==> config.mk <==
export PLATFORM = sky130hd
export DESIGN_NAME = column_fetch
export DESIGN_NICKNAME = d
export VERILOG_FILES = /design/src/hub75_pkg.sv /design/src/column_fetch.sv
export SDC_FILE = /design/constraint.sdc
export NUM_CORES = 1
export LEC_CHECK = 0
export BUFFER_PORTS_ARGS = -buffer_cell sky130_fd_sc_hd__buf_2
export CORE_AREA = 2 2 165 134
export DETAILED_ROUTE_END_ITERATION = 16
export DIE_AREA = 0 0 167 136
export PLACE_DENSITY_LB_ADDON = 0.05
export SYNTH_ARGS = -nofsm -noshare
export SYNTH_HDL_FRONTEND = slang
export SYNTH_SLANG_ARGS = --single-unit
==> constraint.sdc <==
create_clock -name clk_in -period 2 [get_ports clk_in]
set_input_delay 0.2 -clock clk_in [delete_from_list [all_inputs] [get_ports clk_in]]
set_output_delay 0.2 -clock clk_in [all_outputs]
set_load 0.1 [all_outputs]
==> src/hub75_pkg.sv <==
`default_nettype none

package hub75_pkg;

   // pixel format, RGB333
   localparam int RGB_RES = 9;

   // one bit plane per color bit
   localparam int PLANES = 3;

   localparam int COLOR_BITS = RGB_RES / 3;  // bits per color channel

   // width of a plane index
   localparam int PLANE_BITS = $clog2(PLANES);

   // one pixel word, either as a whole or per color.
   // blue sits in the top bits, red in the bottom
   typedef union packed {
      logic [RGB_RES-1:0] raw;  // as stored in the frame buffer
      struct packed {
         logic [COLOR_BITS-1:0] blue;
         logic [COLOR_BITS-1:0] green;
         logic [COLOR_BITS-1:0] red;
      } fields;  // per-channel view for plane selection
   } pixel_t;

endpackage

`default_nettype wire

==> src/column_fetch.sv <==
`default_nettype none

module column_fetch
   import hub75_pkg::*;
#(
   parameter int ROTATIONAL_RES = 8,
   parameter int NUM_COLS = 8,
   parameter int SCAN_RATE = 4,
   localparam int THETA_BITS = $clog2(ROTATIONAL_RES),
   localparam int ADDR_BITS = $clog2(SCAN_RATE),
   localparam int COL_BITS = $clog2(NUM_COLS),
   localparam int RD_BITS = THETA_BITS + 1 + ADDR_BITS + COL_BITS
) (
   input wire clk_in,
   input wire rst_in,
   input wire sector_strobe,
   input wire [THETA_BITS-1:0] theta,
   output logic rd_en,
   output logic [RD_BITS-1:0] rd_addr,
   input wire pixel_t rd_pixel,
   output pixel_t [1:0][NUM_COLS-1:0] column_data,
   output logic [ADDR_BITS-1:0] address_data,
   output logic tvalid,
   input wire tready,
   output logic sector_missed
);

   localparam logic [1:0] S_IDLE = 2'd0;
   localparam logic [1:0] S_READ = 2'd1;
   localparam logic [1:0] S_OFFER = 2'd2;

   logic [1:0] state;
   logic [THETA_BITS-1:0] sector;
   logic [COL_BITS:0] rd_cnt;   // msb picks the panel half
   logic [COL_BITS:0] wb_cnt;   // trails rd_cnt by the read latency
   logic wb_valid;

   assign rd_en = state == S_READ;
   // row h*SCAN_RATE+a of the image lands in half h
   assign rd_addr = {sector, rd_cnt[COL_BITS], address_data, rd_cnt[COL_BITS-1:0]};
   assign tvalid = (state == S_OFFER) && !wb_valid;  // last word written back

   // write-back of the word read one cycle earlier
   always_ff @(posedge clk_in) begin
      wb_cnt <= rd_cnt;
      if (wb_valid) begin
         column_data[wb_cnt[COL_BITS]][wb_cnt[COL_BITS-1:0]].raw <= rd_pixel.raw;
      end
   end

   always_ff @(posedge clk_in) begin
      if (rst_in) begin
         state <= S_IDLE;
         sector <= '0;
         rd_cnt <= '0;
         wb_valid <= 1'b0;
         address_data <= '0;
         sector_missed <= 1'b0;
      end else begin
         wb_valid <= rd_en;

         // sweep still busy, this sector is lost
         if (sector_strobe && state != S_IDLE) begin
            sector_missed <= 1'b1;
         end

         case (state)
            S_IDLE: begin
               if (sector_strobe) begin
                  sector <= theta;
                  address_data <= '0;
                  rd_cnt <= '0;
                  state <= S_READ;
               end
            end
            S_READ: begin
               rd_cnt <= rd_cnt + 1'b1;
               if (rd_cnt == (COL_BITS + 1)'(2 * NUM_COLS - 1)) begin
                  state <= S_OFFER;
               end
            end
            S_OFFER: begin
               if (tvalid && tready) begin
                  if (address_data == ADDR_BITS'(SCAN_RATE - 1)) begin
                     state <= S_IDLE;  // sector finished
                  end else begin
                     address_data <= address_data + 1'b1;
                     rd_cnt <= '0;
                     state <= S_READ;
                  end
               end
            end
            default: state <= S_IDLE;
         endcase
      end
   end

   // offered line must not move until the driver takes it
   line_held: assert property (@(posedge clk_in) disable iff (rst_in)
      (tvalid && !tready) |=> (tvalid && $stable(column_data) && $stable(address_data)))
      else $error("column_data changed while waiting for tready");

endmodule

`default_nettype wire

==> impl_metrics.tcl <==
set metrics [dict create \
    drtPass1Iterations 4 \
    ys.warnings.count 0 \
    rsz0062_at_grt "false" \
    synth_top_family_by_area "simple AND/OR/NAND/NOR gates" \
    cts_buffer_depth 2 \
    track_usage_pct 12.3 \
    final_common_cell "buf_2" \
    rows 48 \
    grt_first_pass_wirelength_mm 19.7 \
    total_power_uw 7300 \
    synth_mux_area_share_pct 0.965 \
    finalNetCount 465 \
    die_w_microns 167 \
    outcome "completed" \
    tightestPinTransition_ns 0.535 \
    num_vias 2912 \
    first_iter_violations 189 \
    ios 174 \
    overflow 0 \
    pwr_density_cell_nw_per_um2 1020 \
    seq_power_share_pct 50.8 \
    max_freq_mhz 552 \
    synth_cells 242 \
    finalCritPeriodShare_pct 90.6 \
    fin_worst_skew_ns 0.0126 \
    synth_compound_area_share_pct 2.10 \
    synthToLayoutAreaGrowth_pct 37.7 \
    fill_cells 2112 \
    seq_area_frac_synth_pct 89.9 \
    hold_viol 0 \
    grt_max_degree 17 \
    leakage_uw 0.00268 \
    synthAdderAreaFrac_pct 0.483 \
    ant_nets 0 \
    cts_sinks 161 \
    max-cap-violations 0 \
    final_cell_mix "buf_2 (172), edfxtp_1 (144), nor2_1 (17), clkbuf_16 (17), buf_4 (17)" \
    htreeDepth 4 \
    slew_violations 0 \
    cts.clk_slew.worst_paths_ns 0.07 \
    slew_headroom_pct 64.6 \
    cts_buffers 17 \
    drive_gt1_share_pct 49.8 \
    hold_depth 3 \
    worstSkewPairLatency_ns 0.42 \
    crit_arrival_ns 1.61 \
    post_cts_buffers 0 \
    ir_drop_mv 0.462 \
    start_util_pct 24.5 \
    cts_root_buf "clkbuf_16" \
    swShare_pct 21.7 \
    reg2reg_depth 3 \
    p_int_uw 5710 \
    drc 0 \
    cts_tree "done" \
    min_period_ns 1.81 \
    use_met3_pct 4.77 \
    switchingPower_uw 1590 \
    dpl.hpwl_mm 8.87 \
    comb_power_share_pct 4.4 \
    io_buffers 173 \
    fin_tns_setup_ns 0 \
    drt-total-wl_mm 13.6 \
    min_path_type "input pin to flop" \
    synth_seq_cells 161 \
    path_class "flop to primary output" \
    hold_ws_ns 0.109 \
    setup_viol 0 \
    n_antenna_cell 0 \
    start_kind "flop" \
    synth_xor_area_share_pct 0 \
    post_dp_cell_area_sq_um 6510 \
    clkPwrFrac_pct 44.8 \
    syn_avg_cell_area_sq_um 21.4 \
    final_area_sq_um 7140 \
    synth.distinct_cells 33 \
    crit_path_end_kind "primary output" \
    synth_nets 260 \
    antenna_found_initial 0 \
    fp.coreArea_sq_um 21200 \
    cp_max_fo 15 \
    die_area_sq_um 22700 \
    place_congestion 0.677 \
    wl_per_cell_microns 18.5 \
    synth_area_sq_um 5190 \
    grt_pass1_vias 3002 \
    viasPerCell 3.96 \
    synth-simple-area-share_pct 5.55 \
    use_met2_pct 18.3 \
    grtUsageMet1_pct 16.4 \
    die_y_microns 136 \
    worstPathRequired_ns 1.80 \
    top_usage_layer "met2" \
]
## through the flow
step | util, % | worst slack [ns] | std cells
finish | 33.7 | 0.187 | 735
global route | 33.7 | 0.114 | 735
CTS | 33.7 | 0.0859 | 735
detailed placement | 30.7 | 0.366 | 700
global placement | 30.7 | 0.367 | 700
floorplan | - | 0.00153 | 242
## registers in the layout (all words and copies together), names as in the netlist
name,cells
rd_cnt,4
state,2
sector_missed,1
wb_valid,1
wb_cnt,4
sector,3
column_data,144
address_data,2
## power by group through the flow
| stage | Sequential [uW] | Combinational, uW | Clock [uW] |
|---|---|---|---|
| 4_1_cts | 3710 | 331 | 3370 |
| 5_1_grt | 3710 | 343 | 3510 |
| 3_5_place_dp | 3780 | 325 | 0 |
| 3_3_place_gp | 3780 | 324 | 0 |
| 6_report | 3710 | 321 | 3270 |
| 2_1_floorplan | 3910 | 65.8 | 0 |
## final cells by class
class / instances / area (sq um) / share of cell area, %
clock inverter: 13 / 159 / 2.23
clock buffer: 19 / 433 / 6.06
timing repair buffer: 193 / 1040 / 14.5
multi-input combinational: 72 / 490 / 6.87
sequential: 161 / 4670 / 65.4
tap: 275 / 344 / 4.82
inverter: 2 / 7.51 / 0.105
## logic make-up after synthesis
| logic type | after synthesis |
|---|---|
| buffers and inverters | 9 |
| muxes | 5 |
| and+or+nand+nor | 50 |
| adders and majority gates | 2 |
| DFF | 161 |
| AOI/OAI and AO/OA | 15 |
## synth_stat cells, drive strengths merged
library cell  instances  area [sq um]
nor3b                 2          20.0
nor2b                 2          12.5
a21oi                 4          31.3
nor3                  6          35.0
a2bb2oi               1          8.76
clkbuf                3          11.3
nand3b                5          37.5
dfxtp                17           340
ha                    2          25.0
a41oi                 1          8.76
edfxtp              144          4320
buf                   4          31.3
nand3                 4          20.0
inv                   2          7.51
mux2i                 5          50.1
nand2                 4          15.0
nand4bb               1          11.3
o21ai                 3          15.0
nor2                 17          63.8
and4bb                1          12.5
nand4                 1          6.26
a311oi                2          17.5
a211oi                2          15.0
a31oi                 2          12.5
or3b                  1          8.76
nand2b                5          31.3
or4b                  1          13.8
## path summary, 6_finish.rpt
check | startpoint | to | slack [ns]
max reg2reg | wb_valid$_SDFF_PP0_ | column_data[24]$_DFFE_PP_ | 0.43
min | tready | state[0]$_SDFFE_PP0P_ | 0.11
max | state[1]$_SDFFE_PP0P_ | tvalid | 0.19
min reg2reg | rd_cnt[3]$_SDFFE_PP0P_ | wb_cnt[3]$_DFF_P_ | 0.43
## per-layer routing
metal,up-vias,part of all wire (%)
met1,1441,47
met4,0,1.1
met3,9,6.3
met2,113,45
li1,1349,-
met5,-,0
## repair_timing
action	4_1_cts	5_1_grt
resized for setup	2	1
setup endpoints to repair	2	1
hold buffers	3	0
pin swaps	0	0
hold endpoints to repair	3	0
## worst max-delay path, stage by stage, from the launching register on
cell     delay (ns)
dfxtp_2        0.52
nor3b_4        0.23
buf_2          0.44
Power figures use the tool's default switching activity.
