### src/hub75_pkg.sv
`default_nettype none

package hub75_pkg;

   // pixel format, RGB333
   localparam int RGB_RES = 9;

   // one bit plane per color bit
   localparam int PLANES = 3;

   localparam int COLOR_BITS = RGB_RES / 3;  // bits per color channel

   // width of a plane index
   localparam int PLANE_BITS = $clog2(PLANES);

   // one pixel word, either as a whole or per color.
   // blue sits in the top bits, red in the bottom
   typedef union packed {
      logic [RGB_RES-1:0] raw;  // as stored in the frame buffer
      struct packed {
         logic [COLOR_BITS-1:0] blue;
         logic [COLOR_BITS-1:0] green;
         logic [COLOR_BITS-1:0] red;
      } fields;  // per-channel view for plane selection
   } pixel_t;

endpackage

`default_nettype wire

### src/hub75_output.sv
`default_nettype none

module hub75_output
   import hub75_pkg::*;
#(
   parameter int NUM_COLS = 64,
   parameter int SCAN_RATE = 32,
   parameter int PERIOD = 1,        // hold cycles of plane 0
   localparam int ADDR_BITS = $clog2(SCAN_RATE),
   localparam int PIX_BITS = $clog2(NUM_COLS),
   localparam int HOLD_BITS = $clog2(PERIOD << (PLANES - 1)) + 1
) (
   input wire rst_in,
   input wire clk_in,
   input wire pixel_t [1:0][NUM_COLS-1:0] column_data,
   input wire [ADDR_BITS-1:0] address_data,

   output logic [2:0] rgb0,
   output logic [2:0] rgb1,

   output logic led_latch,
   output logic led_clk,
   output logic led_output_enable,  // active low
   output logic [ADDR_BITS-1:0] hub75_address,

   // line handshake from the fetcher
   input wire tvalid,
   output logic tready
);

   localparam logic [1:0] S_IDLE = 2'd0;
   localparam logic [1:0] S_SHIFT = 2'd1;
   localparam logic [1:0] S_HOLD = 2'd2;

   logic [1:0] state;
   logic [PIX_BITS-1:0] pixel_counter;
   logic [PLANE_BITS-1:0] plane;
   logic [HOLD_BITS-1:0] hold_cnt;
   logic [HOLD_BITS-1:0] hold_len;
   logic clk_msk;
   pixel_t [1:0][NUM_COLS-1:0] columns;
   pixel_t top_px;
   pixel_t bot_px;

   // panel clock only in the low half, data settles on the rising edge
   assign led_clk = ~clk_in & clk_msk;
   assign tready = state == S_IDLE;
   assign hold_len = HOLD_BITS'(PERIOD) << plane;  // binary plane weight

   assign top_px = columns[0][pixel_counter];
   assign bot_px = columns[1][pixel_counter];

   // bit p of each color for plane p
   assign rgb0 = {top_px.fields.blue[plane], top_px.fields.green[plane],
                  top_px.fields.red[plane]};
   assign rgb1 = {bot_px.fields.blue[plane], bot_px.fields.green[plane],
                  bot_px.fields.red[plane]};

   always_ff @(posedge clk_in) begin
      if (tvalid && tready) columns <= column_data;
   end

   always_ff @(posedge clk_in) begin
      if (rst_in) begin
         state <= S_IDLE;
         pixel_counter <= '0;
         plane <= '0;
         hold_cnt <= '0;
         clk_msk <= 1'b0;
         led_latch <= 1'b0;
         led_output_enable <= 1'b1;
         hub75_address <= '0;
      end else begin
         case (state)
            S_IDLE: begin
               if (tvalid) begin
                  state <= S_SHIFT;
                  clk_msk <= 1'b1;
                  pixel_counter <= '0;
                  plane <= '0;
                  hub75_address <= address_data;
               end
            end
            S_SHIFT: begin
               if (pixel_counter == PIX_BITS'(NUM_COLS - 1)) begin
                  state <= S_HOLD;
                  clk_msk <= 1'b0;
                  led_latch <= 1'b1;
                  led_output_enable <= 1'b0;  // show from the latch cycle on
                  hold_cnt <= '0;
               end else begin
                  pixel_counter <= pixel_counter + 1'b1;
               end
            end
            S_HOLD: begin
               led_latch <= 1'b0;
               if (hold_cnt == hold_len - 1'b1) begin
                  led_output_enable <= 1'b1;
                  hold_cnt <= '0;
                  if (plane == PLANE_BITS'(PLANES - 1)) begin
                     state <= S_IDLE;
                  end else begin
                     plane <= plane + 1'b1;  // next weight
                     pixel_counter <= '0;
                     clk_msk <= 1'b1;
                     state <= S_SHIFT;
                  end
               end else begin
                  hold_cnt <= hold_cnt + 1'b1;
               end
            end
            default: state <= S_IDLE;
         endcase
      end
   end

   // latch is a lone pulse, with the panel clock stopped
   latch_no_clk: assert property (@(posedge clk_in) disable iff (rst_in)
      led_latch |-> !clk_msk ##1 !led_latch)
      else $error("led_latch overlaps led_clk activity");

endmodule

`default_nettype wire

### config.mk
export PLATFORM = sky130hd
export DESIGN_NAME = hub75_output
export DESIGN_NICKNAME = d
export VERILOG_FILES = /design/src/hub75_pkg.sv /design/src/hub75_output.sv
export SDC_FILE = /design/constraint.sdc
export NUM_CORES = 1
export LEC_CHECK = 0
export BUFFER_PORTS_ARGS = -buffer_cell sky130_fd_sc_hd__buf_2
export CORE_AREA = 3 3 452 454
export CTS_CLUSTER_DIAMETER = 120
export CTS_CLUSTER_SIZE = 16
export DETAILED_ROUTE_END_ITERATION = 10
export DIE_AREA = 0 0 455 457
export SKIP_LAST_GASP = 1
export SYNTH_ARGS = -nofsm -noshare
export SYNTH_HDL_FRONTEND = slang
export SYNTH_SLANG_ARGS = --single-unit
### constraint.sdc
create_clock -name clk_in -period 131.2 [get_ports clk_in]
set_input_delay 32.8 -clock clk_in [delete_from_list [all_inputs] [get_ports clk_in]]
set_output_delay 32.8 -clock clk_in [all_outputs]
set_load 0.05 [all_outputs]
==> impl_results.md <==
* Met3 layer wire length in the routed design at around 16000 um
* Global routing usage summed across all routing layers at 0.1773
* Die W at between 400 and 500 um
* Delay of the slowest cell on the worst path at approximately 0.3 ns
* Worst-path fanout max at 2
* Initial antenna violation count at 94
* Overflow after GRT at 0
* Critical path capture point type: primary output
* DP HPWL at between 100000 and 150000 um
* Critical path launch point type: clock port
* Post-Syn Instances at 2137
* Total of warnings raised by yosys at 0
* Via-per-instance ratio at about 4.5
* Mean Syn Cell Area at ~21 um2
* Class of the tightest hold or removal check: register to register
* Worst max-slew margin expressed relative to the limit at 0.06410
* Netlist Area Pre-Place at 0.04537 mm2
* Clock latency at the later pin of the worst-skew pair at 0.84 ns
* Share of post-route cells with drive strength above 1 at 0.4561
* Final hold violation count at 0
* Cell row count at between 150 and 200
* Number of resized instances in the post-cts repair step at 0
* Critical setup path kind: clock port to primary output
* Area grow syn2layout at 25.30%
* Net count reported at finish at around 4.5k
* Summed negative setup slack over all endpoints at 0 ns
* CP cell instances: clkbuf_16, clkbuf_16, nor2b_1, buf_2
* Routability congestion estimate at between 0.8 and 0.9
* Placed Area at ~0.054 mm2
* # hold bufs at CTS at 0
* Die Span Y at 457 um
* Largest net degree at the start of global routing at 98
* Area inside the core boundary at ~0.2 mm2
* Most Frequent Cell on Critical Path: sky130_fd_sc_hd__clkbuf_16
* Dominant delay contributor by cell family on the critical path: buffers and inverters
* Clock power frac at 0.338
* Worst vdd rail ir drop at between 0.009 and 0.01 mV
* Sum of routed wire length over all layers at approximately 190000 um
* Area share of the leading cell type in the synthesized netlist at 0.7624
* Post-CTS setup buffer count at 0
* Clock input transition at the sequential cells of the worst setup and hold paths at 0.07 ns
* Share of synthesized registers carrying an async set or reset at 0
* Data arrival, critical path at roughly 66 ns
* Number of placed I/O pins at 1175
* Wire length on met2 at ~94000 um
* Required time of the critical path at 98.40 ns
* Total of max-cap violations at 0
* First-pass GRT wire length at around 250000 um
* Number of buffers added on ports at 1174
* Worst setup skew after layout at 0.02406 ns
* Slew @ Worst Pin at roughly 1.4 ns
* Cell accounting for the most synthesized area: sky130_fd_sc_hd__edfxtp_1
* Top Layer Used: met5
* Synth Flop Type: sky130_fd_sc_hd__edfxtp_1
* Proportion of total power due to net switching at 0.2351
* Via total after detailed routing at approximately 27k
* Power per standard cell area at between 10 and 15 mW/mm2
* Sequential group share of total power at 0.575
* Proportion of synthesized chip area in sequential cells at 0.7717
* Routed length per instance at around 32 um
* FF+latch count, synth at 1173
* Master of the slowest instance on the critical path: sky130_fd_sc_hd__buf_2
* Run status: completed
* Post-Synthesis Net Count at about 3.3k
* Clock tree from TritonCTS: built
* Count of endpoints failing setup in the final report at 0
* Buf+Inv Stages, Crit Path at 3
* Setup repair after global routing missed its margin: false
* Dominant cells by area after synthesis: sky130_fd_sc_hd__edfxtp_1 76%, sky130_fd_sc_hd__mux4_2 8.0%, sky130_fd_sc_hd__mux2i_1 5.1%, sky130_fd_sc_hd__a221oi_1 1.4%, sky130_fd_sc_hd__mux4_1 1.3%
* Leakage power summed over all cells at 0.01975 uW
* Effective utilization at floorplan at 0.2268
* Number of unique standard cell types used by synthesis at between 50 and 60
* Number of pins with negative max-slew slack in the final report at 0
* Via count of the first global-routing pass at approximately 28k
* Area of the die at roughly 0.21 mm2
* Detailed router's first-iteration violation count at between 3k and 4k
* Number of antenna-violating nets in the routed design at 0
* Final standard cell area without fillers at roughly 0.057 mm2
* Count of flip-flops with a built-in enable after synthesis at approximately 1.2k
* Internal power contribution at around 600 uW
* Pre-Repair DR Iteration Count at 5
* Net Sw Power at 184.1 uW
* Combinational Power Share at 0.088
* DRC viols at 0
* Sum of routed wire segments on met1 at roughly 74000 um
==> per-layer routing <==
layer  GRT usage  vias up
met2      0.3013     1571
met1      0.2185    14103
li1            -    11473
met4     0.05578       32
met3     0.04651      256
met5           0        -
==> power by group through the flow <==
stage / clock network [uW] / logic (uW) / registers [uW]
after floorplan: 0.362 / 35.0 / 489
after global placement: 0.438 / 69.1 / 458
after detailed placement: 0.438 / 70.3 / 458
after CTS: 274 / 70.6 / 450
after global routing: 285 / 73.9 / 451
final: 265 / 68.7 / 450
==> placed cells by master, fill, tap and decap left out, types with 5 or more instances in the layout <==
| cell | count |
|---|---|
| sky130_fd_sc_hd__nand3_1 | 6 |
| sky130_fd_sc_hd__o21ai_0 | 38 |
| sky130_fd_sc_hd__buf_2 | 1174 |
| sky130_fd_sc_hd__o21ai_1 | 17 |
| sky130_fd_sc_hd__a31oi_1 | 6 |
| sky130_fd_sc_hd__mux4_2 | 161 |
| sky130_fd_sc_hd__o22ai_1 | 35 |
| sky130_fd_sc_hd__clkbuf_16 | 92 |
| sky130_fd_sc_hd__clkinv_1 | 5 |
| sky130_fd_sc_hd__buf_4 | 60 |
| sky130_fd_sc_hd__nand2_1 | 27 |
| sky130_fd_sc_hd__mux4_1 | 22 |
| sky130_fd_sc_hd__ha_1 | 6 |
| sky130_fd_sc_hd__a22oi_1 | 14 |
| sky130_fd_sc_hd__o221ai_1 | 25 |
| sky130_fd_sc_hd__dfxtp_4 | 5 |
| sky130_fd_sc_hd__clkbuf_1 | 26 |
| sky130_fd_sc_hd__nor2_1 | 22 |
| sky130_fd_sc_hd__a211oi_2 | 5 |
| sky130_fd_sc_hd__nor3_1 | 10 |
| sky130_fd_sc_hd__a221oi_1 | 70 |
| sky130_fd_sc_hd__a211oi_1 | 28 |
| sky130_fd_sc_hd__mux2i_1 | 229 |
| sky130_fd_sc_hd__edfxtp_1 | 1152 |
| sky130_fd_sc_hd__mux2_2 | 11 |
| sky130_fd_sc_hd__a21oi_1 | 49 |
| sky130_fd_sc_hd__diode_2 | 54 |
| sky130_fd_sc_hd__dfxtp_1 | 14 |
==> logic make-up (layout without fill, tap and decap cells) <==
kind of cell / Yosys count / count (layout) / synth area share
flip-flops: 1173 / 1173 / 0.7717
AND/OR/NAND/NOR: 88 / 88 / 0.009349
XOR/XNOR: 4 / 4 / 0.0007720
adder cells (fa/ha/maj): 6 / 6 / 0.001654
other: 0 / 54 / 0
AO/OA/AOI/OAI: 308 / 308 / 0.04748
buffers and inverters: 135 / 1377 / 0.02319
multiplexers: 423 / 423 / 0.1459
==> cell usage after synthesis, types with 2 or more instances <==
library cell                    instances
sky130_fd_sc_hd__edfxtp_1            1152
sky130_fd_sc_hd__mux2i_1              229
sky130_fd_sc_hd__mux4_2               161
sky130_fd_sc_hd__a221oi_1              71
sky130_fd_sc_hd__a21oi_1               49
sky130_fd_sc_hd__o21ai_0               41
sky130_fd_sc_hd__clkbuf_1              37
sky130_fd_sc_hd__buf_2                 35
sky130_fd_sc_hd__o22ai_1               35
sky130_fd_sc_hd__a211oi_1              32
sky130_fd_sc_hd__nand2_1               27
sky130_fd_sc_hd__o221ai_1              25
sky130_fd_sc_hd__mux4_1                22
sky130_fd_sc_hd__nor2_1                22
sky130_fd_sc_hd__dfxtp_1               21
sky130_fd_sc_hd__buf_12                18
sky130_fd_sc_hd__a22oi_1               14
sky130_fd_sc_hd__o21ai_1               14
sky130_fd_sc_hd__buf_4                 11
sky130_fd_sc_hd__mux2_2                11
sky130_fd_sc_hd__nor3_1                10
sky130_fd_sc_hd__buf_6                  9
sky130_fd_sc_hd__a31oi_1                7
sky130_fd_sc_hd__buf_8                  7
sky130_fd_sc_hd__and2_1                 6
sky130_fd_sc_hd__ha_1                   6
sky130_fd_sc_hd__nand3_1                6
sky130_fd_sc_hd__buf_1                  5
sky130_fd_sc_hd__clkinv_1               4
sky130_fd_sc_hd__inv_1                  4
sky130_fd_sc_hd__xnor2_1                4
sky130_fd_sc_hd__a2bb2oi_1              3
sky130_fd_sc_hd__a311oi_1               3
sky130_fd_sc_hd__dlygate4sd1_1          3
sky130_fd_sc_hd__nor2b_1                3
sky130_fd_sc_hd__nor4_1                 3
sky130_fd_sc_hd__o211ai_1               3
sky130_fd_sc_hd__o32ai_1                3
sky130_fd_sc_hd__a2111oi_2              2
sky130_fd_sc_hd__nand2b_1               2
==> tightest hold or removal path, cell delays in order (launching register included) <==
cell                      delay [ns]
sky130_fd_sc_hd__dfxtp_1        0.32
sky130_fd_sc_hd__nand2_1        0.05
sky130_fd_sc_hd__a21oi_1        0.05
==> per-stage QoR <==
| stage | utilization | std cells | worst slack, ns | hold WS [ns] | power (uW) |
|---|---|---|---|---|---|
| after floorplan | - | 2137 | 32.11 | 0.4487 | 524.4 |
| after global placement | 0.2704 | 5900 | 32.47 | 0.4424 | 527.4 |
| after detailed placement | 0.2706 | 5904 | 32.47 | 0.4550 | 529.1 |
| after CTS | 0.2835 | 6035 | 32.12 | 0.4645 | 794.4 |
| after global routing | 0.2839 | 6063 | 32.06 | 0.4984 | 810.7 |
| final | 0.2842 | 6089 | 32.14 | 0.4704 | 783.0 |
==> area by class of cell <==
| type | count | area (um2) |
|---|---|---|
| Antenna cell | 54 | 135.1 |
| Clock buffer | 119 | 2405 |
| Clock inverter | 13 | 181.4 |
| Fill cell | 20012 | 143200 |
| Inverter | 9 | 33.78 |
| Multi-Input combinational cell | 829 | 9378 |
| Sequential cell | 1173 | 35030 |
| Tap cell | 2656 | 3323 |
| Timing Repair Buffer | 1236 | 6364 |
==> registers in the layout, summed over array words and instances (netlist names) <==
name / count
state: 2
columns: 1152
hold_cnt: 3
hub75_address: 5
led_latch: 1
plane: 2
clk_msk: 1
pixel_counter: 6
led_output_enable: 1
==> worst paths after layout <==
path | endpoint | slack [ns] | startpoint | cells past startpoint
setup reg to reg | columns[802]$_DFFE_PP_ | 125.06 | state[1]$_SDFFE_PP0P_ | 7
setup / recovery | led_clk | 32.14 | clk_in | 4
hold reg to reg | led_latch$_SDFFE_PP0P_ | 0.47 | led_latch$_SDFFE_PP0P_ | 2
hold / removal | led_latch$_SDFFE_PP0P_ | 0.47 | led_latch$_SDFFE_PP0P_ | 2
Note: power is estimated with default switching activity, not from simulation.
