==> config.mk <==
export PLATFORM = sky130hd
export DESIGN_NAME = angle_tracker
export DESIGN_NICKNAME = d
export VERILOG_FILES = /design/src/angle_tracker.sv
export SDC_FILE = /design/constraint.sdc
export NUM_CORES = 1
export LEC_CHECK = 0
export BUFFER_PORTS_ARGS = -buffer_cell sky130_fd_sc_hd__buf_4
export CORE_UTILIZATION = 55
export DETAILED_ROUTE_END_ITERATION = 7
export PLACE_DENSITY_LB_ADDON = 0.1
export SLEW_MARGIN = 5
export SYNTH_ARGS = -nofsm -noshare
export SYNTH_HDL_FRONTEND = slang
export SYNTH_SLANG_ARGS = --single-unit
==> constraint.sdc <==
create_clock -name clk_in -period 3.5 [get_ports clk_in]
set_clock_uncertainty 0.15 [all_clocks]
set_input_delay 0.525 -clock clk_in [delete_from_list [all_inputs] [get_ports clk_in]]
set_output_delay 0.525 -clock clk_in [all_outputs]
set_load 0.01 [all_outputs]
==> src/angle_tracker.sv <==
`default_nettype none

module angle_tracker #(
   parameter int ROTATIONAL_RES = 8,
   parameter int HALL_MAX_BITS = 24,
   localparam int THETA_BITS = $clog2(ROTATIONAL_RES)
) (
   input wire clk_in,
   input wire rst_in,
   input wire hall_in,
   output logic sector_strobe,
   output logic [THETA_BITS-1:0] theta
);

   logic hall_meta;
   logic hall_sync;
   logic hall_prev;
   logic hall_edge;
   logic first_seen;                        // one hall edge seen so far
   logic [1:0] start_pipe;                  // edge to first strobe delay
   logic running;
   logic [HALL_MAX_BITS-1:0] rev_cnt;
   logic [HALL_MAX_BITS-1:0] rev_len;       // cycles of the last revolution
   logic [HALL_MAX_BITS-1:0] sector_len;
   logic [HALL_MAX_BITS-1:0] sec_timer;

   assign hall_edge = hall_sync & ~hall_prev;

   // revolution length and the derived sector length
   always_ff @(posedge clk_in) begin
      if (hall_edge) rev_len <= rev_cnt;
      if (start_pipe[0]) sector_len <= rev_len >> THETA_BITS;
   end

   always_ff @(posedge clk_in) begin
      if (rst_in) begin
         hall_meta <= 1'b0;
         hall_sync <= 1'b0;
         hall_prev <= 1'b0;
         first_seen <= 1'b0;
         start_pipe <= '0;
         rev_cnt <= '0;
         running <= 1'b0;
         sector_strobe <= 1'b0;
         theta <= '0;
         sec_timer <= '0;
      end else begin
         hall_meta <= hall_in;
         hall_sync <= hall_meta;
         hall_prev <= hall_sync;
         sector_strobe <= 1'b0;
         start_pipe <= {start_pipe[0], hall_edge & first_seen};

         if (hall_edge) begin
            first_seen <= 1'b1;
            rev_cnt <= HALL_MAX_BITS'(1);
         end else if (rev_cnt != '1) begin
            rev_cnt <= rev_cnt + 1'b1;  // saturates on a stalled rotor
         end

         if (start_pipe[1]) begin
            running <= 1'b1;
            sector_strobe <= 1'b1;
            theta <= '0;
            sec_timer <= '0;
         end else if (hall_edge) begin
            running <= 1'b0;  // new revolution, wait for the new length
         end else if (running) begin
            if (sec_timer + 1'b1 >= sector_len) begin
               sec_timer <= '0;
               if (theta == THETA_BITS'(ROTATIONAL_RES - 1)) begin
                  running <= 1'b0;  // all sectors done this turn
               end else begin
                  theta <= theta + 1'b1;
                  sector_strobe <= 1'b1;
               end
            end else begin
               sec_timer <= sec_timer + 1'b1;
            end
         end
      end
   end

   // sector 0 only ever comes from a hall edge, never from a wrapping count
   theta_no_wrap: assert property (@(posedge clk_in) disable iff (rst_in)
      (sector_strobe && theta == '0) |-> $past(start_pipe[1]))
      else $error("theta wrapped inside one revolution");

endmodule

`default_nettype wire

==> results.sh, run 1 <==
export IMPL_status="finished clean"
export IMPL_ys_async_sr_fraction=0
export IMPL_fin_cells=576
export IMPL_hold_buffers=0
export IMPL_num_rows=33
export IMPL_hpwl_um=5600
export IMPL_slew_headroom=0.416
export IMPL_area_growth_syn_to_layout_pct=14.4
export IMPL_die_height_um=93.6
export IMPL_min_to="hall_meta$_SDFF_PP0_"
export IMPL_reg2reg_depth=16
export IMPL_drc=0
export IMPL_gr_total_overflow=0
export IMPL_chipWidth_um=93.6
export IMPL_r2r_end="sec_timer[14]$_SDFFE_PP0P_"
export IMPL_slowest_stage="o211ai_4"
export IMPL_grt_max_degree=25
export IMPL_critPathArrivalTime_ns=3.48
export IMPL_fin_nets=494
export IMPL_critical_path_cell_chain="ha_1, nand4_1, nor2_1, and3_1, buf_4, nand3_1, xnor2_2, ha_1, nand4_1, a211oi_2, a2111oi_2, buf_4, o211ai_4, buf_6, nor3b_2, a221o_1"
export IMPL_start_util=0.564
export IMPL_grt_pass1_vias=2845
export IMPL_p_sw_uw=413
export IMPL_post_route_period_util=0.968
export IMPL_antenna_found_initial=0
export IMPL_yosysWarnings=0
export IMPL_clock_power_share=0.335
export IMPL_clockBufferDepth=2
export IMPL_syn_area_um2=4610
export IMPL_avgSynthCellArea_um2=10.6
export IMPL_whs_path_depth=2
export IMPL_final_area_um2=5270
export IMPL_syn_nets=464
export IMPL_synth_commonest_cells="59 x dfxtp_1, 42 x edfxtp_1, 41 x nor2_1"
export IMPL_internal_power_uw=1510
export IMPL_cts_clk_slew_worst_paths_ns=0.10
export IMPL_root_buffer="clkbuf_8"
export IMPL_max_freq_ghz=0.295
export IMPL_worstMarginPinSlew_ns=0.875
export IMPL_drt_first_iter_violations=100
export IMPL_synthFlopType="dfxtp_1"
export IMPL_worst_ep_required_time_ns=3.59
export IMPL_dr_total_vias=3216
export IMPL_critPathKind="reg -> reg"
export IMPL_gp_congestion=0.856
export IMPL_hold_viol=0
export IMPL_wl_per_cell_um=14.4
export IMPL_min_from="hall_in"
export IMPL_antenna_cells=0
export IMPL_combPwrFrac=0.022
export IMPL_max_cap_viol_count=0
export IMPL_track_usage=0.192
export IMPL_via_per_inst=5.58
export IMPL_num_io_pins=7
export IMPL_dieArea_um2=8760
export IMPL_numClockSinks=101
export IMPL_ys_types=50
export IMPL_power_share_sequential=0.643
export IMPL_drv_slew=0
export IMPL_period_minus_slack_ns=3.39
export IMPL_ys_ff_latch=101
export IMPL_worst_hold_slack_ns=0.228
export IMPL_first_pass_iters=4
export IMPL_seq_area_frac_synth=0.530
export IMPL_place_inst=551
export IMPL_core_area_um2=8180
export IMPL_crit_fanout=5
export IMPL_startpoint_type="register"
export IMPL_setup_viol=0
export IMPL_vdd_drop_max_mv=0.237
export IMPL_routed_wl_um=8280
export IMPL_slowest_delay_ns=0.36
export IMPL_synth_area_leaders="edfxtp_1 27%, dfxtp_1 26%, ha_1 6.8%"
export IMPL_grt_pass1_wl_um=13100
export IMPL_crit_start="sec_timer[0]$_SDFFE_PP0P_"
export IMPL_ff2ff_setup_slack_ns=0.11
export IMPL_synth_edf_count=42
export IMPL_drive_above_1_share=0.191
export IMPL_synth_top_area_frac=0.273
export IMPL_power_leakage_uw=0.00216
export IMPL_tns_ns=0
export IMPL_io_buffers=6
export IMPL_reg2reg_from="sec_timer[0]$_SDFFE_PP0P_"
export IMPL_netlist_top_cell_by_area="edfxtp_1"
export IMPL_power_density_nw_per_um2=364
export IMPL_min_path_type="in -> reg"
export IMPL_cts_buffers=9
export IMPL_sw_frac_of_total=0.215
export IMPL_cts_htree_levels=3
export IMPL_antenna_left=0
export IMPL_cts_tree="done"
export IMPL_synth_most_common_cell="dfxtp_1"
export IMPL_clock_latency_ns=0.35
export IMPL_syn_inst=436
export IMPL_dpl_cell_area_um2=4870
export IMPL_critPathCaptureType="register"
==> power groups by stage <==
| stage | Clock (uW) | Sequential (uW) | Combinational, uW |
|---|---|---|---|
| finish | 644 | 1240 | 42.1 |
| global route | 726 | 1240 | 46.8 |
| CTS | 676 | 1240 | 40.4 |
| detailed placement | 0 | 1260 | 39.1 |
| global placement | 0 | 1260 | 38.4 |
| floorplan | 0 | 1260 | 31.7 |
==> state kept, by name, summed over array words and instances, names as in the netlist <==
| signal | count |
|---|---|
| rev_cnt | 24 |
| sec_timer | 24 |
| rev_len | 21 |
| sector_len | 21 |
| theta | 3 |
| start_pipe | 2 |
| first_seen | 1 |
| hall_meta | 1 |
| hall_prev | 1 |
| hall_sync | 1 |
| running | 1 |
| sector_strobe | 1 |
==> layout make-up <==
class / count / area (um^2)
clock inverter: 5 / 36.3
sequential: 101 / 2460
multi-input combinational: 292 / 2150
tap: 105 / 131
inverter: 27 / 101
timing repair buffer: 35 / 270
clock buffer: 11 / 131
fill: 632 / 2900
==> what timing repair did <==
item | CTS | global route
resized for setup | 3 | 37
buffers inserted | 0 | 7
gates cloned | 2 | 0
endpoints found under the setup margin | 8 | 26
pin swaps | 3 | 12
==> metrics by stage <==
step / worst slack [ns] / total power, uW / util
floorplan: 0.0470 / 1290 / -
global placement: 0.0547 / 1300 / 0.596
detailed placement: -0.0144 / 1300 / 0.596
CTS: 0.00130 / 1950 / 0.622
global route: -0.0600 / 2010 / 0.645
finish: 0.113 / 1920 / 0.645
==> metal layers <==
metal	wire, um	vias up	global-route usage
met3	236	12	0.0504
met2	3970	48	0.305
met5	0	-	0
li1	-	1628	-
met1	3960	1528	0.255
met4	116	0	0.0654
==> kinds of logic after synthesis <==
family,Yosys count,synth area share
muxes,4,0.00868
adders and majority gates,25,0.0678
buffers and inverters,45,0.0410
DFF,101,0.530
AOI/OAI and AO/OA,69,0.108
xor gates and xnor gates,34,0.0646
and+or+nand+nor,158,0.180
==> worst max-delay path by stage <==
| stage | end | depth (start not counted) |
|---|---|---|
| 5_1_grt | sec_timer[13]$_SDFFE_PP0P_ | 15 |
| 3_3_place_gp | sec_timer[11]$_SDFFE_PP0P_ | 15 |
| 4_1_cts | sec_timer[8]$_SDFFE_PP0P_ | 16 |
| 2_1_floorplan | sec_timer[14]$_SDFFE_PP0P_ | 15 |
| 3_5_place_dp | sec_timer[11]$_SDFFE_PP0P_ | 15 |
| 6_report | sec_timer[14]$_SDFFE_PP0P_ | 16 |
==> layout by cell type, fill, tap and decap left out, types with 2 or more instances in the layout <==
| master | instances |
|---|---|
| nor2b_1 | 7 |
| and3_4 | 2 |
| and3_1 | 11 |
| nor2_4 | 2 |
| a221o_1 | 3 |
| nor2_1 | 40 |
| dfxtp_2 | 8 |
| ha_1 | 25 |
| edfxtp_1 | 42 |
| nand2b_1 | 2 |
| a22o_1 | 16 |
| o21ai_1 | 11 |
| xnor2_1 | 18 |
| nand4_1 | 13 |
| mux2i_1 | 4 |
| xor2_1 | 11 |
| xnor2_2 | 5 |
| buf_6 | 2 |
| or3_1 | 5 |
| nor3_1 | 5 |
| a21oi_1 | 15 |
| clkbuf_1 | 2 |
| a211oi_1 | 2 |
| clkinv_2 | 2 |
| buf_4 | 33 |
| clkbuf_8 | 9 |
| nand3_1 | 19 |
| nand3_2 | 2 |
| dfxtp_1 | 50 |
| nand2_1 | 30 |
| inv_1 | 27 |
| and4_1 | 5 |
| o21ai_0 | 5 |
| inv_6 | 2 |
| and2_1 | 2 |
==> worst max-delay path: cells and delay by family, from the launching register on <==
family / cells / cell delay, ns
buffers and inverters: 3 / 0.45
adder cells (fa/ha/maj): 2 / 0.46
AO/OA/AOI/OAI: 4 / 0.91
flip-flops: 1 / 0.34
AND/OR/NAND/NOR: 6 / 0.77
XOR/XNOR: 1 / 0.19
No activity file was read; power rests on OpenSTA's default activity.
==> run 2: changes to the inputs <==
--- a/config.mk
+++ b/config.mk
@@ -6,6 +6,7 @@
 export NUM_CORES = 1
 export LEC_CHECK = 0
 export BUFFER_PORTS_ARGS = -buffer_cell sky130_fd_sc_hd__buf_4
+export CORE_MARGIN = 4
 export CORE_UTILIZATION = 55
 export DETAILED_ROUTE_END_ITERATION = 7
 export PLACE_DENSITY_LB_ADDON = 0.1
==> constraint.sdc (replaced) <==
create_clock -name clk_in -period 3.45 [get_ports clk_in]
set_clock_uncertainty 0.15 [all_clocks]
set_input_delay 0.5175 -clock clk_in [delete_from_list [all_inputs] [get_ports clk_in]]
set_output_delay 0.5175 -clock clk_in [all_outputs]
set_load 0.01 [all_outputs]
==> results.sh, run 2 (synthesis gave the netlist of run 1 again) <==
export IMPL_period_minus_slack_ns=3.50
export IMPL_worst_ep_required_time_ns=3.57
export IMPL_clock_latency_ns=0.37
export IMPL_hold_viol=0
export IMPL_sw_frac_of_total=0.232
export IMPL_clock_power_share=0.383
export IMPL_antenna_cells=0
export IMPL_drive_above_1_share=0.266
export IMPL_reg2reg_depth=16
export IMPL_status="finished with violations"
export IMPL_hpwl_um=5910
export IMPL_internal_power_uw=1630
export IMPL_setup_viol=5
export IMPL_worst_slack_ns=-0.0487
export IMPL_cp_common_cell="buf_4"
export IMPL_slowest_delay_ns=0.38
export IMPL_combPwrFrac=0.025
export IMPL_final_common_cell="dfxtp_1"
export IMPL_dieArea_um2=9910
export IMPL_max_freq_ghz=0.286
export IMPL_startpoint_type="register"
export IMPL_violations="negative setup slack"
export IMPL_critPathKind="reg -> reg"
export IMPL_hold_buffers=0
export IMPL_cts_clk_slew_worst_paths_ns=0.11
export IMPL_area_growth_syn_to_layout_pct=21.7
export IMPL_worstMarginPinSlew_ns=0.908
export IMPL_critPathArrivalTime_ns=3.62
export IMPL_num_rows=33
export IMPL_track_usage=0.187
export IMPL_cts_htree_levels=3
export IMPL_grt_pass1_vias=3207
export IMPL_post_route_period_util=1.01
export IMPL_via_per_inst=5.61
export IMPL_numClockSinks=101
export IMPL_crit_family="simple AND/OR/NAND/NOR gates"
export IMPL_num_io_pins=7
export IMPL_dr_total_vias=3310
export IMPL_routed_wl_um=9170
export IMPL_chipWidth_um=99.6
export IMPL_antenna_left=0
export IMPL_slew_headroom=0.394
export IMPL_critical_path_cell_chain="ha_4, nand4_1, buf_4, nor4_4, buf_4, nand4_1, xnor2_2, ha_1, nand2_2, o21ai_4, a2111oi_4, buf_4, o211ai_4, buf_12, or2_4, o221ai_2"
export IMPL_rsz0062_at_grt="yes"
export IMPL_critPathCaptureType="register"
export IMPL_final_cell_mix="47 x dfxtp_1, 43 x buf_4, 42 x edfxtp_1, 37 x nor2_1, 29 x nand2_1"
export IMPL_drv_slew=0
export IMPL_whs_path_depth=2
export IMPL_start_util=0.564
export IMPL_seq_area_um2=2460
export IMPL_worst_hold_slack_ns=0.204
export IMPL_antenna_found_initial=0
export IMPL_io_buffers=6
export IMPL_num_fill_cells=608
export IMPL_gp_congestion=0.890
export IMPL_wl_per_cell_um=15.5
export IMPL_reg_top3="rev_cnt: 24 flops, sec_timer: 24 flops"
export IMPL_slowest_stage="dfxtp_4"
export IMPL_root_buffer="clkbuf_8"
export IMPL_multiInputGateArea_um2=2290
export IMPL_drt_first_iter_violations=108
export IMPL_crit_fanout=7
export IMPL_p_sw_uw=491
export IMPL_die_height_um=99.6
export IMPL_power_density_nw_per_um2=377
export IMPL_crit_cells=16
export IMPL_grt_pass1_wl_um=14800
export IMPL_power_leakage_uw=0.00225
export IMPL_fin_nets=508
export IMPL_core_area_um2=8180
export IMPL_min_path_type="in -> reg"
export IMPL_drc=0
export IMPL_first_pass_iters=4
export IMPL_post_route_util=0.687
export IMPL_power_share_sequential=0.592
export IMPL_grt_max_degree=25
export IMPL_worstPathBufferInverterCount=4
export IMPL_vdd_drop_max_mv=0.358
export IMPL_gr_total_overflow=0
export IMPL_clockBufferDepth=2
export IMPL_cts_buffers=9
export IMPL_max_cap_viol_count=0
export IMPL_cts_tree="done"
[run 2: cell types whose count changed in the layout (fill, tap and decap cells not counted), moves of 3 or more]
cell	previous run	this run
dfxtp_1	50	47
nand3_4	1	4
nor2_2	0	3
o21ai_1	11	2
a21oi_2	1	4
nor2_1	40	37
a21oi_1	15	12
buf_4	33	43
o21ai_2	1	8
[run 2: timing repair]
item | in CTS | in global routing
pin swaps | 7 | 28
endpoints found under the hold margin | 0 | 0
setup endpoints to repair | 21 | 26
setup buffers | 5 | 8
gates cloned | 1 | 1
resized for setup | 13 | 60
[run 2: per-layer routing]
| layer | track usage | up-vias | part of all wire |
|---|---|---|---|
| met5 | 0 | - | 0 |
| met4 | 0.0840 | 0 | 0.024 |
| met3 | 0.0470 | 24 | 0.039 |
| met2 | 0.301 | 70 | 0.50 |
| met1 | 0.239 | 1560 | 0.44 |
| li1 | - | 1656 | - |
[run 2: path summary, 6_finish.rpt]
| path | startpoint | slack [ns] | end |
|---|---|---|---|
| worst min-delay path | hall_in | 0.20 | hall_meta$_SDFF_PP0_ |
| worst min register to register | rev_len[15]$_DFFE_PP_ | 0.27 | sector_len[12]$_DFFE_PP_ |
| worst max-delay path | sec_timer[0]$_SDFFE_PP0P_ | -0.05 | sec_timer[13]$_SDFFE_PP0P_ |
| worst max register to register | sec_timer[0]$_SDFFE_PP0P_ | -0.05 | sec_timer[13]$_SDFFE_PP0P_ |
[run 2: final cells by class]
class                      count  area share
sequential                   101       0.439
multi-input combinational    292       0.407
timing repair buffer          49      0.0727
tap                          105      0.0234
clock buffer                   9      0.0221
inverter                      27      0.0181
clock inverter                 7      0.0178
[run 2: through the flow]
| stage | area, um^2 | TNS, ns | instances | power [uW] | setup WS (ns) |
|---|---|---|---|---|---|
| after CTS | 5290 | 0 | 583 | 2140 | 0.000130 |
| after global placement | 4950 | -0.894 | 561 | 1320 | -0.0601 |
| after floorplan | 4620 | 0 | 436 | 1310 | 0.0271 |
| after detailed placement | 4950 | -1.28 | 561 | 1320 | -0.0999 |
| final | 5610 | -0.0621 | 590 | 2120 | -0.0487 |
| after global routing | 5610 | -2.00 | 590 | 2200 | -0.148 |
[run 2: power groups by stage]
stage | clock network [uW] | registers (uW) | logic, uW
global route | 881 | 1250 | 59.7
CTS | 840 | 1250 | 45.4
floorplan | 0 | 1280 | 32.1
global placement | 0 | 1280 | 39.0
detailed placement | 0 | 1280 | 40.1
finish | 811 | 1250 | 53.8
==> run 3: changes to the inputs <==
--- a/config.mk
+++ b/config.mk
@@ -9,7 +9,9 @@
 export CORE_MARGIN = 4
 export CORE_UTILIZATION = 55
 export DETAILED_ROUTE_END_ITERATION = 7
+export GPL_ROUTABILITY_DRIVEN = 0
 export PLACE_DENSITY_LB_ADDON = 0.1
+export RECOVER_POWER = 50
 export SLEW_MARGIN = 5
 export SYNTH_ARGS = -nofsm -noshare
 export SYNTH_HDL_FRONTEND = slang
==> results.sh, run 3 (synthesis gave the netlist of run 1 again) <==
export IMPL_status="finished with violations"
export IMPL_violations="negative setup slack"
export IMPL_r2r_end="sec_timer[13]$_SDFFE_PP0P_"
export IMPL_via_per_inst=5.60
export IMPL_critPathKind="reg -> reg"
export IMPL_fin_nets=508
export IMPL_vdd_drop_max_mv=0.358
export IMPL_grt_pass1_vias=3207
export IMPL_critical_path_cell_chain="ha_4, nand4_1, buf_4, nor4_4, buf_4, nand4_1, xnor2_2, ha_1, nand2_2, o21ai_4, a2111oi_4, buf_4, o211ai_4, buf_12, or2_4, o221ai_2"
export IMPL_slowest_stage="dfxtp_4"
export IMPL_critPathCaptureType="register"
export IMPL_final_common_cell="dfxtp_1"
export IMPL_numClockSinks=101
export IMPL_cts_buffers=9
export IMPL_reg_top3="rev_cnt: 24 flops, sec_timer: 24 flops"
export IMPL_crit_fanout=7
export IMPL_antenna_found_initial=0
export IMPL_post_route_util=0.686
export IMPL_cts_tree="done"
export IMPL_power_density_nw_per_um2=377
export IMPL_chipWidth_um=99.6
export IMPL_gr_total_overflow=0
export IMPL_max_cap_viol_count=0
export IMPL_start_util=0.564
export IMPL_tns_ns=-0.0621
export IMPL_clockBufferDepth=2
export IMPL_critPathArrivalTime_ns=3.62
export IMPL_ff2ff_setup_slack_ns=-0.05
export IMPL_power_leakage_uw=0.00225
export IMPL_antenna_left=0
export IMPL_track_usage=0.187
export IMPL_antenna_cells=0
export IMPL_drv_slew=0
export IMPL_reg2reg_depth=16
export IMPL_slew_headroom=0.394
export IMPL_setup_viol=5
export IMPL_rsz0062_at_grt="yes"
export IMPL_worst_slack_ns=-0.0487
export IMPL_crit_start="sec_timer[0]$_SDFFE_PP0P_"
export IMPL_reg2reg_from="sec_timer[0]$_SDFFE_PP0P_"
export IMPL_wl_per_cell_um=15.5
export IMPL_grt_max_degree=25
export IMPL_routed_wl_um=9160
export IMPL_area_growth_syn_to_layout_pct=21.6
export IMPL_num_io_pins=7
export IMPL_drc=0
export IMPL_hpwl_um=5910
export IMPL_cp_common_cell="buf_4"
export IMPL_io_buffers=6
export IMPL_max_freq_ghz=0.286
export IMPL_cts_clk_slew_worst_paths_ns=0.11
export IMPL_first_pass_iters=4
export IMPL_startpoint_type="register"
export IMPL_worst_ep_required_time_ns=3.57
export IMPL_die_height_um=99.6
export IMPL_slowest_delay_ns=0.38
export IMPL_final_cell_mix="47 x dfxtp_1, 43 x buf_4, 42 x edfxtp_1, 37 x nor2_1, 29 x nand2_1"
export IMPL_hold_buffers=0
export IMPL_cts_htree_levels=3
export IMPL_num_fill_cells=609
export IMPL_post_route_period_util=1.01
export IMPL_drt_first_iter_violations=108
export IMPL_min_path_type="in -> reg"
export IMPL_grt_pass1_wl_um=14800
export IMPL_period_minus_slack_ns=3.50
export IMPL_clock_latency_ns=0.37
export IMPL_hold_viol=0
export IMPL_core_area_um2=8180
export IMPL_dieArea_um2=9910
export IMPL_dr_total_vias=3306
export IMPL_setup_worst_path_end="sec_timer[13]$_SDFFE_PP0P_"
export IMPL_drive_above_1_share=0.264
export IMPL_num_rows=33
export IMPL_worstMarginPinSlew_ns=0.908
export IMPL_root_buffer="clkbuf_8"
-- run 3: cell types whose count changed in the layout (fill, tap and decap cells not counted) --
cell,delta
nor2b_2,-1
nor2b_1,+1
-- run 3: how the worst min path moves through the flow --
stage / startpoint / to / slack (ns) / cells after the start
after floorplan: rev_len[3]$_DFFE_PP_ / sector_len[0]$_DFFE_PP_ / 0.25 / 0
after global placement: rev_len[7]$_DFFE_PP_ / sector_len[4]$_DFFE_PP_ / 0.25 / 0
after detailed placement: rev_len[18]$_DFFE_PP_ / sector_len[15]$_DFFE_PP_ / 0.25 / 0
after CTS: hall_in / hall_meta$_SDFF_PP0_ / 0.19 / 2
after global routing: hall_in / hall_meta$_SDFF_PP0_ / 0.21 / 2
final: hall_in / hall_meta$_SDFF_PP0_ / 0.20 / 2
-- run 3: layer usage --
metal,GRT usage,vias to the layer above,part of all wire
li1,-,1657,-
met1,0.239,1559,0.44
met2,0.301,66,0.50
met3,0.0470,24,0.038
met4,0.0840,0,0.024
met5,0,-,0
-- run 3: what timing repair did --
action	in CTS	in global routing
endpoints found under the setup margin	21	26
gates cloned	1	1
setup buffers	5	8
resized for setup	13	60
pin swaps	7	28
-- run 3: where the power goes --
group	leakage, uW	total (uW)	internal, uW	switching (uW)
sequential	0.000871	1250	1250	5.92
combinational	0.00127	53.7	21.4	32.3
clock	0.000112	811	359	452
-- run 3: critical path, delay by kind of cell, from the launching register on --
| kind | cells | cell delay, ns |
|---|---|---|
| AOI/OAI and AO/OA | 4 | 0.62 |
| adders and majority gates | 2 | 0.40 |
| DFF | 1 | 0.38 |
| xor gates and xnor gates | 1 | 0.22 |
| and+or+nand+nor | 5 | 0.92 |
| buffers and inverters | 4 | 0.72 |
-- run 3: final cells by class --
cell class              count  area [um^2]  share of cell area
clock buffers               9          124              0.0221
clock inverters             7          100              0.0178
inverters                  27          101              0.0181
multi-input cells         292         2280               0.407
flip-flops and latches    101         2460               0.439
well taps                 105          131              0.0234
repair buffers             49          408              0.0727
-- run 3: metrics by stage --
| step | power (uW) | instance area [um^2] | instances | setup slack (ns) | hold slack (ns) |
|---|---|---|---|---|---|
| 2_1_floorplan | 1310 | 4620 | 436 | 0.0271 | 0.250 |
| 3_3_place_gp | 1320 | 4950 | 561 | -0.0601 | 0.250 |
| 3_5_place_dp | 1320 | 4950 | 561 | -0.0999 | 0.255 |
| 4_1_cts | 2140 | 5290 | 583 | 0.000130 | 0.188 |
| 5_1_grt | 2200 | 5610 | 590 | -0.148 | 0.207 |
| 6_report | 2120 | 5610 | 590 | -0.0487 | 0.204 |
